[src/source/zx_mem_defs.svh]
//==============================
// Spectrum paging front end
// Fixed widths and constants of the memory map
//==============================
`ifndef ZX_MEM_DEFS_SVH
`define ZX_MEM_DEFS_SVH

//==============================
// Bus widths
//==============================
`define ZX_CPU_ADDR_W     16   // Z80 address bus
`define ZX_DATA_W         8    // Z80 data bus
`define ZX_RAM_ADDR_W     24   // SDRAM byte address
`define ZX_SDRAM_DATA_W   16   // One SDRAM word, two byte lanes

// Offset inside one 16K bank or ROM page
`define ZX_BANK_OFFSET_W  14

//==============================
// Memory map constants
//==============================
// ROM pages live above this prefix in SDRAM
`define ZX_ROM_REGION     3'b101

// Paging ports by their usual names
`define ZX_PORT_7FFD_TAG  16'h7FFD   // 128K bank register
`define ZX_PORT_1FFD_TAG  16'h1FFD   // +3 config register

`endif

[src/source/zx_mem_pkg.sv]
//==============================
// Spectrum paging front end types
// Vector typedefs, model enum and stage structs
//==============================
`include "zx_mem_defs.svh"

package zx_mem_pkg;

	//==============================
	// Plain vectors
	//==============================
	typedef logic [`ZX_CPU_ADDR_W-1:0]   cpu_addr_t;
	typedef logic [`ZX_DATA_W-1:0]       byte_t;
	typedef logic [`ZX_RAM_ADDR_W-1:0]   ram_addr_t;
	typedef logic [`ZX_SDRAM_DATA_W-1:0] sdram_word_t;
	typedef logic [2:0]                  bank_t;      // 16K RAM bank
	typedef logic [3:0]                  rom_page_t;  // 16K ROM page

	// Machine type, latched at reset
	typedef enum logic [1:0] {
		MODEL_128K  = 2'd0,
		MODEL_48K   = 2'd1,
		MODEL_PLUS3 = 2'd2
	} mem_model_t;

	//==============================
	// Stage payloads
	//==============================
	// CPU pins, flags already active high
	typedef struct packed {
		cpu_addr_t addr;
		byte_t     data;   // CPU output byte
		logic      mreq;
		logic      iorq;
		logic      rd;
		logic      wr;
		logic      m1;
	} cpu_bus_t;

	typedef struct packed {
		cpu_addr_t addr;
		byte_t     data;
		logic      port_wr;  // One-cycle strobes
		logic      mem_rd;
		logic      mem_wr;
	} bus_event_t;

	typedef struct packed {
		mem_model_t model;
		byte_t      page_reg;        // Last 0x7FFD value
		byte_t      page_reg_plus3;  // Last 0x1FFD value
	} paging_state_t;

	typedef struct packed {
		logic      valid;
		logic      we;
		ram_addr_t ram_addr;
		byte_t     data;
	} mem_request_t;

	// Toggle handshake port of the SDRAM controller
	typedef struct packed {
		logic                      req;
		logic [`ZX_RAM_ADDR_W-2:0] addr;  // Word address
		logic [1:0]                ds;    // Upper, lower lane
		sdram_word_t               d;
		logic                      we;
	} sdram_cmd_t;

endpackage

[src/source/cpu_cycle_decode.sv]
//==============================
// CPU cycle decode
// Registers the Z80 bus, makes one-cycle strobes
//==============================
module cpu_cycle_decode
	import zx_mem_pkg::*;
(
	input  logic       clk_sys,
	input  logic       reset,
	input  cpu_bus_t   bus,
	output bus_event_t evt
);

	cpu_bus_t bus_q;       // Bus as seen last edge
	logic     io_wr;
	logic     mem_rd;
	logic     mem_wr;
	logic     io_wr_old;
	logic     mem_rd_old;
	logic     mem_wr_old;

	//==============================
	// Cycle conditions
	//==============================
	// M1 with IORQ is an interrupt acknowledge, not a port write
	assign io_wr  = bus_q.iorq & bus_q.wr & ~bus_q.m1;
	assign mem_rd = bus_q.mreq & bus_q.rd;
	assign mem_wr = bus_q.mreq & bus_q.wr;

	always_ff @(posedge clk_sys) begin
		if (reset) begin
			bus_q      <= '0;
			io_wr_old  <= 1'b0;
			mem_rd_old <= 1'b0;
			mem_wr_old <= 1'b0;
			evt        <= '0;
		end else begin
			bus_q <= bus;

			// Previous-cycle copies for edge detection
			io_wr_old  <= io_wr;
			mem_rd_old <= mem_rd;
			mem_wr_old <= mem_wr;

			evt.addr    <= bus_q.addr;
			evt.data    <= bus_q.data;
			evt.port_wr <= io_wr & ~io_wr_old;    // Rising edges only
			evt.mem_rd  <= mem_rd & ~mem_rd_old;
			evt.mem_wr  <= mem_wr & ~mem_wr_old;
		end
	end

endmodule

[src/source/paging_registers.sv]
//==============================
// Paging registers
// Model latch, 0x7FFD and 0x1FFD registers
//==============================
module paging_registers
	import zx_mem_pkg::*;
(
	input  logic          clk_sys,
	input  logic          reset,
	input  mem_model_t    mem_model,
	input  bus_event_t    evt_in,
	output bus_event_t    evt_out,
	output paging_state_t paging
);

	logic is_48k;
	logic is_plus3;
	logic page_lock;
	logic sel_7ffd;
	logic sel_1ffd;

	assign is_48k   = (paging.model == MODEL_48K);
	assign is_plus3 = (paging.model == MODEL_PLUS3);

	// 48K lock, sticky until the next reset
	assign page_lock = is_48k | paging.page_reg[5];

	//==============================
	// Port decode
	//==============================
	// Partial decode as on the real board, A15 and A1 low
	// The +3 also needs A14 high to tell 0x7FFD from 0x1FFD
	assign sel_7ffd = ~evt_in.addr[15] & ~evt_in.addr[1] &
		(evt_in.addr[14] | ~is_plus3);

	// 0x1FFD exists on the +3 only
	assign sel_1ffd = is_plus3 & ~evt_in.addr[1] & evt_in.addr[12] &
		(evt_in.addr[15:13] == 3'b000);

	always_ff @(posedge clk_sys) begin
		if (reset) begin
			paging.model          <= mem_model;   // Held while reset is high
			paging.page_reg       <= '0;
			paging.page_reg_plus3 <= '0;
			evt_out               <= '0;
		end else begin
			evt_out <= evt_in;

			// New value is visible with the write's own event
			if (evt_in.port_wr && !page_lock) begin
				if (sel_7ffd) begin
					paging.page_reg <= evt_in.data;
				end else if (sel_1ffd) begin
					paging.page_reg_plus3 <= evt_in.data;
				end
			end
		end
	end

endmodule

[src/source/address_translator.sv]
//==============================
// Address translator
// CPU address to SDRAM byte address, ROM protect
//==============================
`include "zx_mem_defs.svh"

module address_translator
	import zx_mem_pkg::*;
(
	input  logic          clk_sys,
	input  logic          reset,
	input  bus_event_t    evt,
	input  paging_state_t paging,
	output mem_request_t  req
);

	logic [1:0]                   seg;      // 16K segment of the CPU map
	logic [1:0]                   cfg;      // +3 special config
	logic                         special;
	logic [`ZX_BANK_OFFSET_W-1:0] offset;
	rom_page_t                    rom_page;
	bank_t                        bank;
	ram_addr_t                    ram_addr;
	logic                         wr_allowed;

	assign seg     = evt.addr[15:14];
	assign offset  = evt.addr[`ZX_BANK_OFFSET_W-1:0];
	assign special = paging.page_reg_plus3[0];
	assign cfg     = paging.page_reg_plus3[2:1];

	always_comb begin
		case (paging.model)
			MODEL_48K:   rom_page = 4'b1111;
			MODEL_PLUS3: rom_page = {2'b10, paging.page_reg_plus3[2], paging.page_reg[4]};
			default:     rom_page = {3'b011, paging.page_reg[4]};
		endcase
	end

	//==============================
	// Bank select
	//==============================
	always_comb begin
		if (special) begin
			// All-RAM configs 0123, 4567, 4563, 4763
			case (seg)
				2'd0:    bank = {|cfg, 2'b00};
				2'd1:    bank = {|cfg, &cfg, 1'b1};
				2'd2:    bank = {|cfg, 2'b10};
				default: bank = {~cfg[1] & cfg[0], 2'b11};
			endcase
		end else begin
			case (seg)
				2'd1:    bank = 3'd5;
				2'd2:    bank = 3'd2;
				default: bank = paging.page_reg[2:0];  // Segment 0 is ROM, bank unused
			endcase
		end

		if (!special && seg == 2'd0) begin
			ram_addr = {3'b000, `ZX_ROM_REGION, rom_page, offset};
		end else begin
			ram_addr = {7'd0, bank, offset};
		end
	end

	// ROM is read only outside the special modes
	assign wr_allowed = special | (seg != 2'd0);

	always_ff @(posedge clk_sys) begin
		if (reset) begin
			req <= '0;
		end else begin
			req.valid    <= evt.mem_rd | (evt.mem_wr & wr_allowed);
			req.we       <= evt.mem_wr;
			req.ram_addr <= ram_addr;
			req.data     <= evt.data;
		end
	end

endmodule

[src/source/sdram_requester.sv]
//==============================
// SDRAM requester
// Toggle handshake, byte lanes, read byte return
//==============================
`include "zx_mem_defs.svh"

module sdram_requester
	import zx_mem_pkg::*;
(
	input  logic         clk_sys,
	input  logic         reset,
	input  mem_request_t req,
	output sdram_cmd_t   sdram_cmd,
	input  logic         sdram_ack,
	input  sdram_word_t  sdram_q,
	output byte_t        ram_dout,
	output logic         ram_ready
);

	logic byte_sel;   // Address bit 0 of the current request

	//==============================
	// Request issue
	//==============================
	always_ff @(posedge clk_sys) begin
		if (reset) begin
			sdram_cmd.req  <= sdram_ack;   // Nothing pending after reset
			sdram_cmd.we   <= 1'b0;
			sdram_cmd.addr <= '0;
			sdram_cmd.ds   <= 2'b11;
			sdram_cmd.d    <= '0;
			byte_sel       <= 1'b0;
		end else if (req.valid) begin
			sdram_cmd.req  <= ~sdram_cmd.req;   // Toggle starts a new access
			sdram_cmd.we   <= req.we;
			sdram_cmd.addr <= req.ram_addr[`ZX_RAM_ADDR_W-1:1];
			sdram_cmd.d    <= {req.data, req.data};
			byte_sel       <= req.ram_addr[0];

			// Odd byte on the upper lane, reads take the whole word
			if (req.we) begin
				sdram_cmd.ds <= {req.ram_addr[0], ~req.ram_addr[0]};
			end else begin
				sdram_cmd.ds <= 2'b11;
			end
		end
	end

	// Controller has caught up once ack matches req
	assign ram_ready = (sdram_ack == sdram_cmd.req);

	assign ram_dout = byte_sel ? sdram_q[15:8] : sdram_q[7:0];

endmodule

[src/source/zx_memory_mapper.sv]
//==============================
// Spectrum memory mapper top
// Four-stage path from Z80 bus to SDRAM port
//==============================
module zx_memory_mapper
	import zx_mem_pkg::*;
(
	input  logic        clk_sys,
	input  logic        reset,
	input  mem_model_t  mem_model,
	input  cpu_bus_t    cpu_bus,
	output sdram_cmd_t  sdram_cmd,
	input  logic        sdram_ack,
	input  sdram_word_t sdram_q,
	output byte_t       ram_dout,
	output logic        ram_ready
);

	bus_event_t    evt_decoded;   // Stage 1 out
	bus_event_t    evt_paged;     // Stage 2 out
	paging_state_t paging;
	mem_request_t  mem_req;       // Stage 3 out

	cpu_cycle_decode cpu_cycle_decode_inst (
		.clk_sys (clk_sys),
		.reset   (reset),
		.bus     (cpu_bus),
		.evt     (evt_decoded)
	);

	paging_registers paging_registers_inst (
		.clk_sys   (clk_sys),
		.reset     (reset),
		.mem_model (mem_model),
		.evt_in    (evt_decoded),
		.evt_out   (evt_paged),
		.paging    (paging)
	);

	address_translator address_translator_inst (
		.clk_sys (clk_sys),
		.reset   (reset),
		.evt     (evt_paged),
		.paging  (paging),
		.req     (mem_req)
	);

	sdram_requester sdram_requester_inst (
		.clk_sys   (clk_sys),
		.reset     (reset),
		.req       (mem_req),
		.sdram_cmd (sdram_cmd),
		.sdram_ack (sdram_ack),
		.sdram_q   (sdram_q),
		.ram_dout  (ram_dout),
		.ram_ready (ram_ready)
	);

endmodule

[config.mk]
export PLATFORM = sky130hd
export DESIGN_NAME = zx_memory_mapper
export DESIGN_NICKNAME = d
export VERILOG_FILES = /design/src/source/zx_mem_pkg.sv /design/src/source/cpu_cycle_decode.sv /design/src/source/paging_registers.sv /design/src/source/address_translator.sv /design/src/source/sdram_requester.sv /design/src/source/zx_memory_mapper.sv
export VERILOG_INCLUDE_DIRS = /design/src /design/src/source
export SDC_FILE = /design/constraint.sdc
export NUM_CORES = 1
export LEC_CHECK = 0
export BUFFER_PORTS_ARGS = -buffer_cell sky130_fd_sc_hd__buf_2
export CORE_MARGIN = 4
export CORE_UTILIZATION = 50
export DETAILED_ROUTE_END_ITERATION = 6
export PLACE_DENSITY = 0.73
export SLEW_MARGIN = 0
export SYNTH_ARGS = -nofsm -noshare
export SYNTH_HDL_FRONTEND = slang
export SYNTH_HIERARCHICAL = 1
export SYNTH_SLANG_ARGS = --single-unit
[constraint.sdc]
create_clock -name clk_sys -period 2.8 [get_ports clk_sys]
set_clock_uncertainty 0.15 [all_clocks]
set_input_delay 0.56 -clock clk_sys [delete_from_list [all_inputs] [get_ports clk_sys]]
set_output_delay 0.56 -clock clk_sys [all_outputs]
set_load 0.005 [all_outputs]
==> Word level (Yosys, flattened, before mapping) <==
Index checks and enable logic that the tools add are counted.
Widths: inputs -> output; s select.
{ "classes": {"eq_ne": 5, "n_mux": 9, "n_bitwise": 30, "reduce_logical": 13} }
{ "op_table": {"columns": ["operator", "count"], "rows": [
  ["$mux 43", 2],
  ["$mux 21", 1],
  ["$and 1x1->1", 14],
  ["$not 1->1", 12],
  ["$pmux 3 s3", 1],
  ["$mux 8", 1],
  ["$pmux 4 s2", 1],
  ["$pmux 3 s2", 1],
  ["$eq 2x1->1 const B", 2],
  ["$eq 2x2->1 const B", 2],
  ["$or 1x1->1", 4],
  ["$reduce_and 2->1", 2],
  ["$reduce_bool 2->1", 2],
  ["$reduce_or 2->1", 2],
  ["$logic_not 3->1", 1],
  ["$mux 3", 1],
  ["$reduce_and 3->1", 1],
  ["$logic_and 1x1->1", 2],
  ["$logic_not 1->1", 2],
  ["$logic_not 2->1", 1],
  ["$mux 2", 1],
  ["$eq 1x1->1", 1]
]} }
{ "totals": {"ff_bits": 174, "input_bits": 50} }

==> Logic depth before layout (Yosys ltp) <==
{ "logic_depth": {"word_depth": 6, "ltp_mapped": 7, "depth_no_buf": 7} }

==> Cells and area by module <==
Netlist, hierarchy kept.
{ "modules_own_cells": {"columns": ["mod", "instances", "cells_each", "area_each_um2", "seq_area_each_um2"], "rows": [
  ["cpu_cycle_decode", 1, 127, 1615.3, 1181.1],
  ["sdram_requester", 1, 139, 1492.7, 730.7],
  ["paging_registers", 1, 123, 1478.9, 920.9],
  ["address_translator", 1, 96, 1037.2, 580.6]
]} }

==> Least setup slack after synthesis <==
OpenSTA, ideal clock, no wires.
{ "synth_timing": {"path_kind": "register -> register", "startpoint": "register paging_registers_inst/evt_out[25] in the netlist's numbering", "endpoint": "register, netlist name address_translator_inst/req[24]", "setup_time_ps": 126, "arrival_ps": 1260, "path_slack_ps": 1264, "path_stages_with_launch": 6, "period_less_slack_ps": 1536, "cell_sequence": "dfxtp_1 -> inv_1 -> ha_1 -> mux2_2 -> o21ai_0 -> o31ai_1"} }
{ "synth_via": {"elab_chain_len": 4, "elab_cells_between_ends": 8, "classes_between": "eq/ne (2); mux (4); reduce/logical (2)"} }
{ "synth_lines": {"columns": ["element", "line", "rtl"], "rows": [
  ["start, declared", "paging_registers.sv:12", "output bus_event_t evt_out,"],
  ["start signal, assigned", "paging_registers.sv:47", "evt_out <= evt_in;"],
  ["$eq 2x2->1, or another cell as far along", "address_translator.sv:45, address_translator.sv:52", null],
  ["$pmux 3 s3 / $pmux 3 s2 (equally long branches)", "address_translator.sv:45, address_translator.sv:52", null],
  ["$mux 3", "address_translator.sv:43", "if (special) begin"],
  ["$mux 21 (*)", "address_translator.sv:59", "if (!special && seg == 2'd0) begin"]
]} }
Every way passes the cells marked *; elsewhere a longest branch is shown, timed or not.
A chain may end at the register's enable or synchronous reset.

==> Worst setup path after layout <==
{ "layout_timing": {"startpoint": "register sdram_requester_inst.byte_sel", "endpoint": "output ram_dout[4]"} }
{ "layout_via": {"elab_chain_len": 1} }
{ "layout_lines": {"columns": ["element", "line", "rtl"], "rows": [
  ["start, declared", "sdram_requester.sv:20", "logic byte_sel;"],
  ["start signal, assigned", "sdram_requester.sv:38", "byte_sel <= req.ram_addr[0];"],
  ["$mux 8", "sdram_requester.sv:52", "assign ram_dout = byte_sel ? sdram_q[15:8] : sdram_q[7:0];"],
  ["end, declared", "zx_memory_mapper.sv:15", "output byte_t ram_dout,"]
]} }
No other way between the ends.

==> results.rst <==
.. list-table::
   :header-rows: 1

   * - Metric
     - Value
   * - Status
     - completed
   * - Rel. slew slack
     - 0.430
   * - Count of hold-fix buffers inserted at cts
     - 0
   * - Static leakage
     - roughly 2.7 nW
   * - Setup Viol. Count Final
     - 0
   * - CTS-repair resized insts
     - 0
   * - Number of global-route vias before repair
     - around 3,100
   * - Total wire length
     - about 8300 um
   * - Initial detailed-routing violation count
     - 90
   * - Synth Instances
     - between 400 and 500
   * - CTS H-tree depth
     - 4
   * - Sequence of cells on the critical path
     - mux2_2 -> buf_2
   * - Type of origin of the critical path
     - register
   * - Largest vdd supply drop
     - roughly 0.0004 V
   * - Syn. warnings
     - 6
   * - Type of element capturing the critical path
     - output port
   * - Pre-antenna DRT Iters
     - 4
   * - Clock tree from TritonCTS
     - done
   * - Clock-pin transition on the worst setup and hold timing paths
     - ~0.06 ns
   * - Library cell used as clock root buffer
     - clkbuf_8
   * - Antenna violations before repair
     - 0
   * - Clock net sink count
     - 160
   * - F_max
     - 435 MHz
   * - Routed vias/inst
     - approximately 4.4
   * - Post-route antenna net violation count
     - 0
   * - Post-synth design cell area
     - ~5300 um^2
   * - Number of buffers added for setup after CTS
     - 0
   * - DP HPWL
     - between 5000 and 6000 um
   * - Beginning of the worst hold path
     - mem_model[0]
   * - Source of the worst register-to-register timing path
     - paging_registers_inst/evt_out[25]$_SDFF_PP0_
   * - Slowest CP cell
     - dfxtp_1
   * - Number of stages on the worst hold path
     - 1
   * - # IOs
     - a little over 100
   * - Total placed instance area
     - 5770 um^2
   * - Sink of the worst hold path
     - paging_registers_inst/paging[16]$_DFFE_PP_
   * - Setup CP Type
     - reg2out
   * - CTS buffer count
     - 17
   * - Remaining routing DRC violations
     - 0
   * - Actual slew at the worst max-slew pin
     - approximately 0.86 ns
   * - Y dimension of the die
     - 111 um
   * - HP Class
     - in2reg
   * - Fraction of final layout cells sized beyond drive strength 1
     - 0.267
   * - RD Place Congestion
     - between 0.8 and 0.9
   * - Reg-to-Reg End
     - address_translator_inst/req[23]$_SDFF_PP0_
   * - Die area
     - 12,300 um^2
   * - CP arrival
     - 1.59 ns
   * - Final worst-path cycle share
     - 0.821
   * - Worst skew pair latency
     - a little over 0.5 ns
   * - Max Cap Viol
     - 0
   * - Crit-path max FO
     - 9
   * - Buffer levels on the longest clock path
     - 2
   * - Port Buffer Count
     - 101
   * - Delay contributed by the slowest stage of the critical path
     - 0.56 ns
   * - Overflow after GRT
     - 0
   * - Initial core utilization
     - 0.514
   * - Power per standard cell area
     - roughly 750 nW/um^2
   * - Tmin final
     - 2.30 ns
   * - Unrepaired setup endpoints after global routing
     - no
   * - Total routing usage reported by global routing
     - 0.140
   * - R2r worst-path depth
     - 5
   * - Worst setup slack for register-to-register paths
     - roughly 1.1 ns
   * - Worst EP required
     - ~2.1 ns
   * - Average cell area after synthesis
     - 11.6 um^2
   * - Die width
     - ~110 um
   * - Total Nets Final
     - 604
   * - First-pass GRT wire length
     - about 14,000 um
   * - Final slew viol count
     - 0
   * - Placement row count
     - 37
   * - Layout Area Growth over Synthesis
     - 19.6%
   * - Maximum number of pins on one net before global-route repair
     - between 90 and 100
   * - Setup Total Neg Slack
     - 0 ns
   * - Detailed-route wire length per cell
     - 11.9 um
   * - Standard cell core area
     - 10,300 um^2
   * - Routed vias
     - 3,057
   * - Final hold violations
     - 0
   * - Number of diodes
     - 0
   * - Fin area
     - 6350 um^2
[final cells by class]
type,count,area (um^2)
Inverter,15,56.3
Clock inverter,10,136
Fill cell,825,3980
Multi-Input combinational cell,250,1760
Tap cell,136,170
Timing Repair Buffer,104,543
Clock buffer,22,443
Sequential cell,160,3230
[layer usage]
| metal | track usage | wire [um] | up-vias |
|---|---|---|---|
| met5 | 0 | 0 | - |
| met4 | 0.0568 | 115 | 0 |
| met3 | 0.0579 | 550 | 8 |
| met2 | 0.220 | 3710 | 91 |
| met1 | 0.171 | 3900 | 1334 |
| li1 | - | - | 1624 |
[critical path: cells and delay by family (launching register included)]
| family | cells | cell delay (ns) |
|---|---|---|
| buf+inv | 1 | 0.13 |
| flops | 1 | 0.56 |
| mux | 1 | 0.39 |
[report_power, final]
group	total [mW]	internal, mW	switching (mW)
clock	2.21	1.38	0.829
combinational	0.165	0.0859	0.0789
sequential	2.37	2.35	0.0204
total	4.74	3.81	0.928
[through the flow]
stage           util  total power, mW  hold slack [ns]  setup WS, ns  instances
5_1_grt        0.615             4.92           0.0502         0.442        697
3_5_place_dp   0.559             2.58            0.245         0.728        665
3_3_place_gp   0.559             2.58            0.232         0.752        665
4_1_cts        0.615             4.80           0.0538         0.490        697
6_report       0.615             4.74           0.0836         0.502        697
2_1_floorplan      -             2.53            0.225          1.26        462
[worst max path at each step]
| stage | startpoint | to | cells after the start |
|---|---|---|---|
| 6_report | sdram_requester_inst/byte_sel$_SDFFE_PP0P_ | ram_dout[4] | 2 |
| 5_1_grt | sdram_requester_inst/byte_sel$_SDFFE_PP0P_ | ram_dout[5] | 2 |
| 4_1_cts | sdram_requester_inst/byte_sel$_SDFFE_PP0P_ | ram_dout[1] | 2 |
| 3_5_place_dp | reset | paging_registers_inst/evt_out[10]$_SDFF_PP0_ | 4 |
| 3_3_place_gp | reset | paging_registers_inst/evt_out[10]$_SDFF_PP0_ | 4 |
| 2_1_floorplan | paging_registers_inst/evt_out[25]$_SDFF_PP0_ | address_translator_inst/req[24]$_SDFF_PP0_ | 5 |
[placed cells by master (no fill, tap or decap), types with 2 or more instances in the layout]
| cell | n |
|---|---|
| edfxtp_1 | 3 |
| conb_1 | 4 |
| nor2_1 | 38 |
| buf_2 | 100 |
| a211oi_1 | 3 |
| o31ai_1 | 2 |
| clkbuf_8 | 2 |
| dfxtp_1 | 156 |
| mux2i_1 | 41 |
| nor2b_1 | 96 |
| nand2b_1 | 19 |
| a31oi_1 | 2 |
| o21ai_0 | 4 |
| clkinvlp_4 | 3 |
| clkbuf_1 | 4 |
| or2_1 | 2 |
| nor3_1 | 3 |
| nor3_2 | 3 |
| ha_1 | 6 |
| clkbuf_16 | 16 |
| bufinv_16 | 3 |
| clkinv_2 | 3 |
| mux2_2 | 9 |
| inv_1 | 15 |
| nand2_1 | 5 |
| buf_4 | 3 |
[registers in the layout, indices dropped and copies added (netlist names)]
name,count
cpu_cycle_decode_inst/evt,27
sdram_requester_inst/sdram_cmd,35
paging_registers_inst/evt_out,26
address_translator_inst/req,29
cpu_cycle_decode_inst/bus_q,29
sdram_requester_inst/byte_sel,1
cpu_cycle_decode_inst/mem_wr_old,1
cpu_cycle_decode_inst/mem_rd_old,1
paging_registers_inst/paging,10
cpu_cycle_decode_inst/io_wr_old,1
No activity file was read; power rests on OpenSTA's default activity.
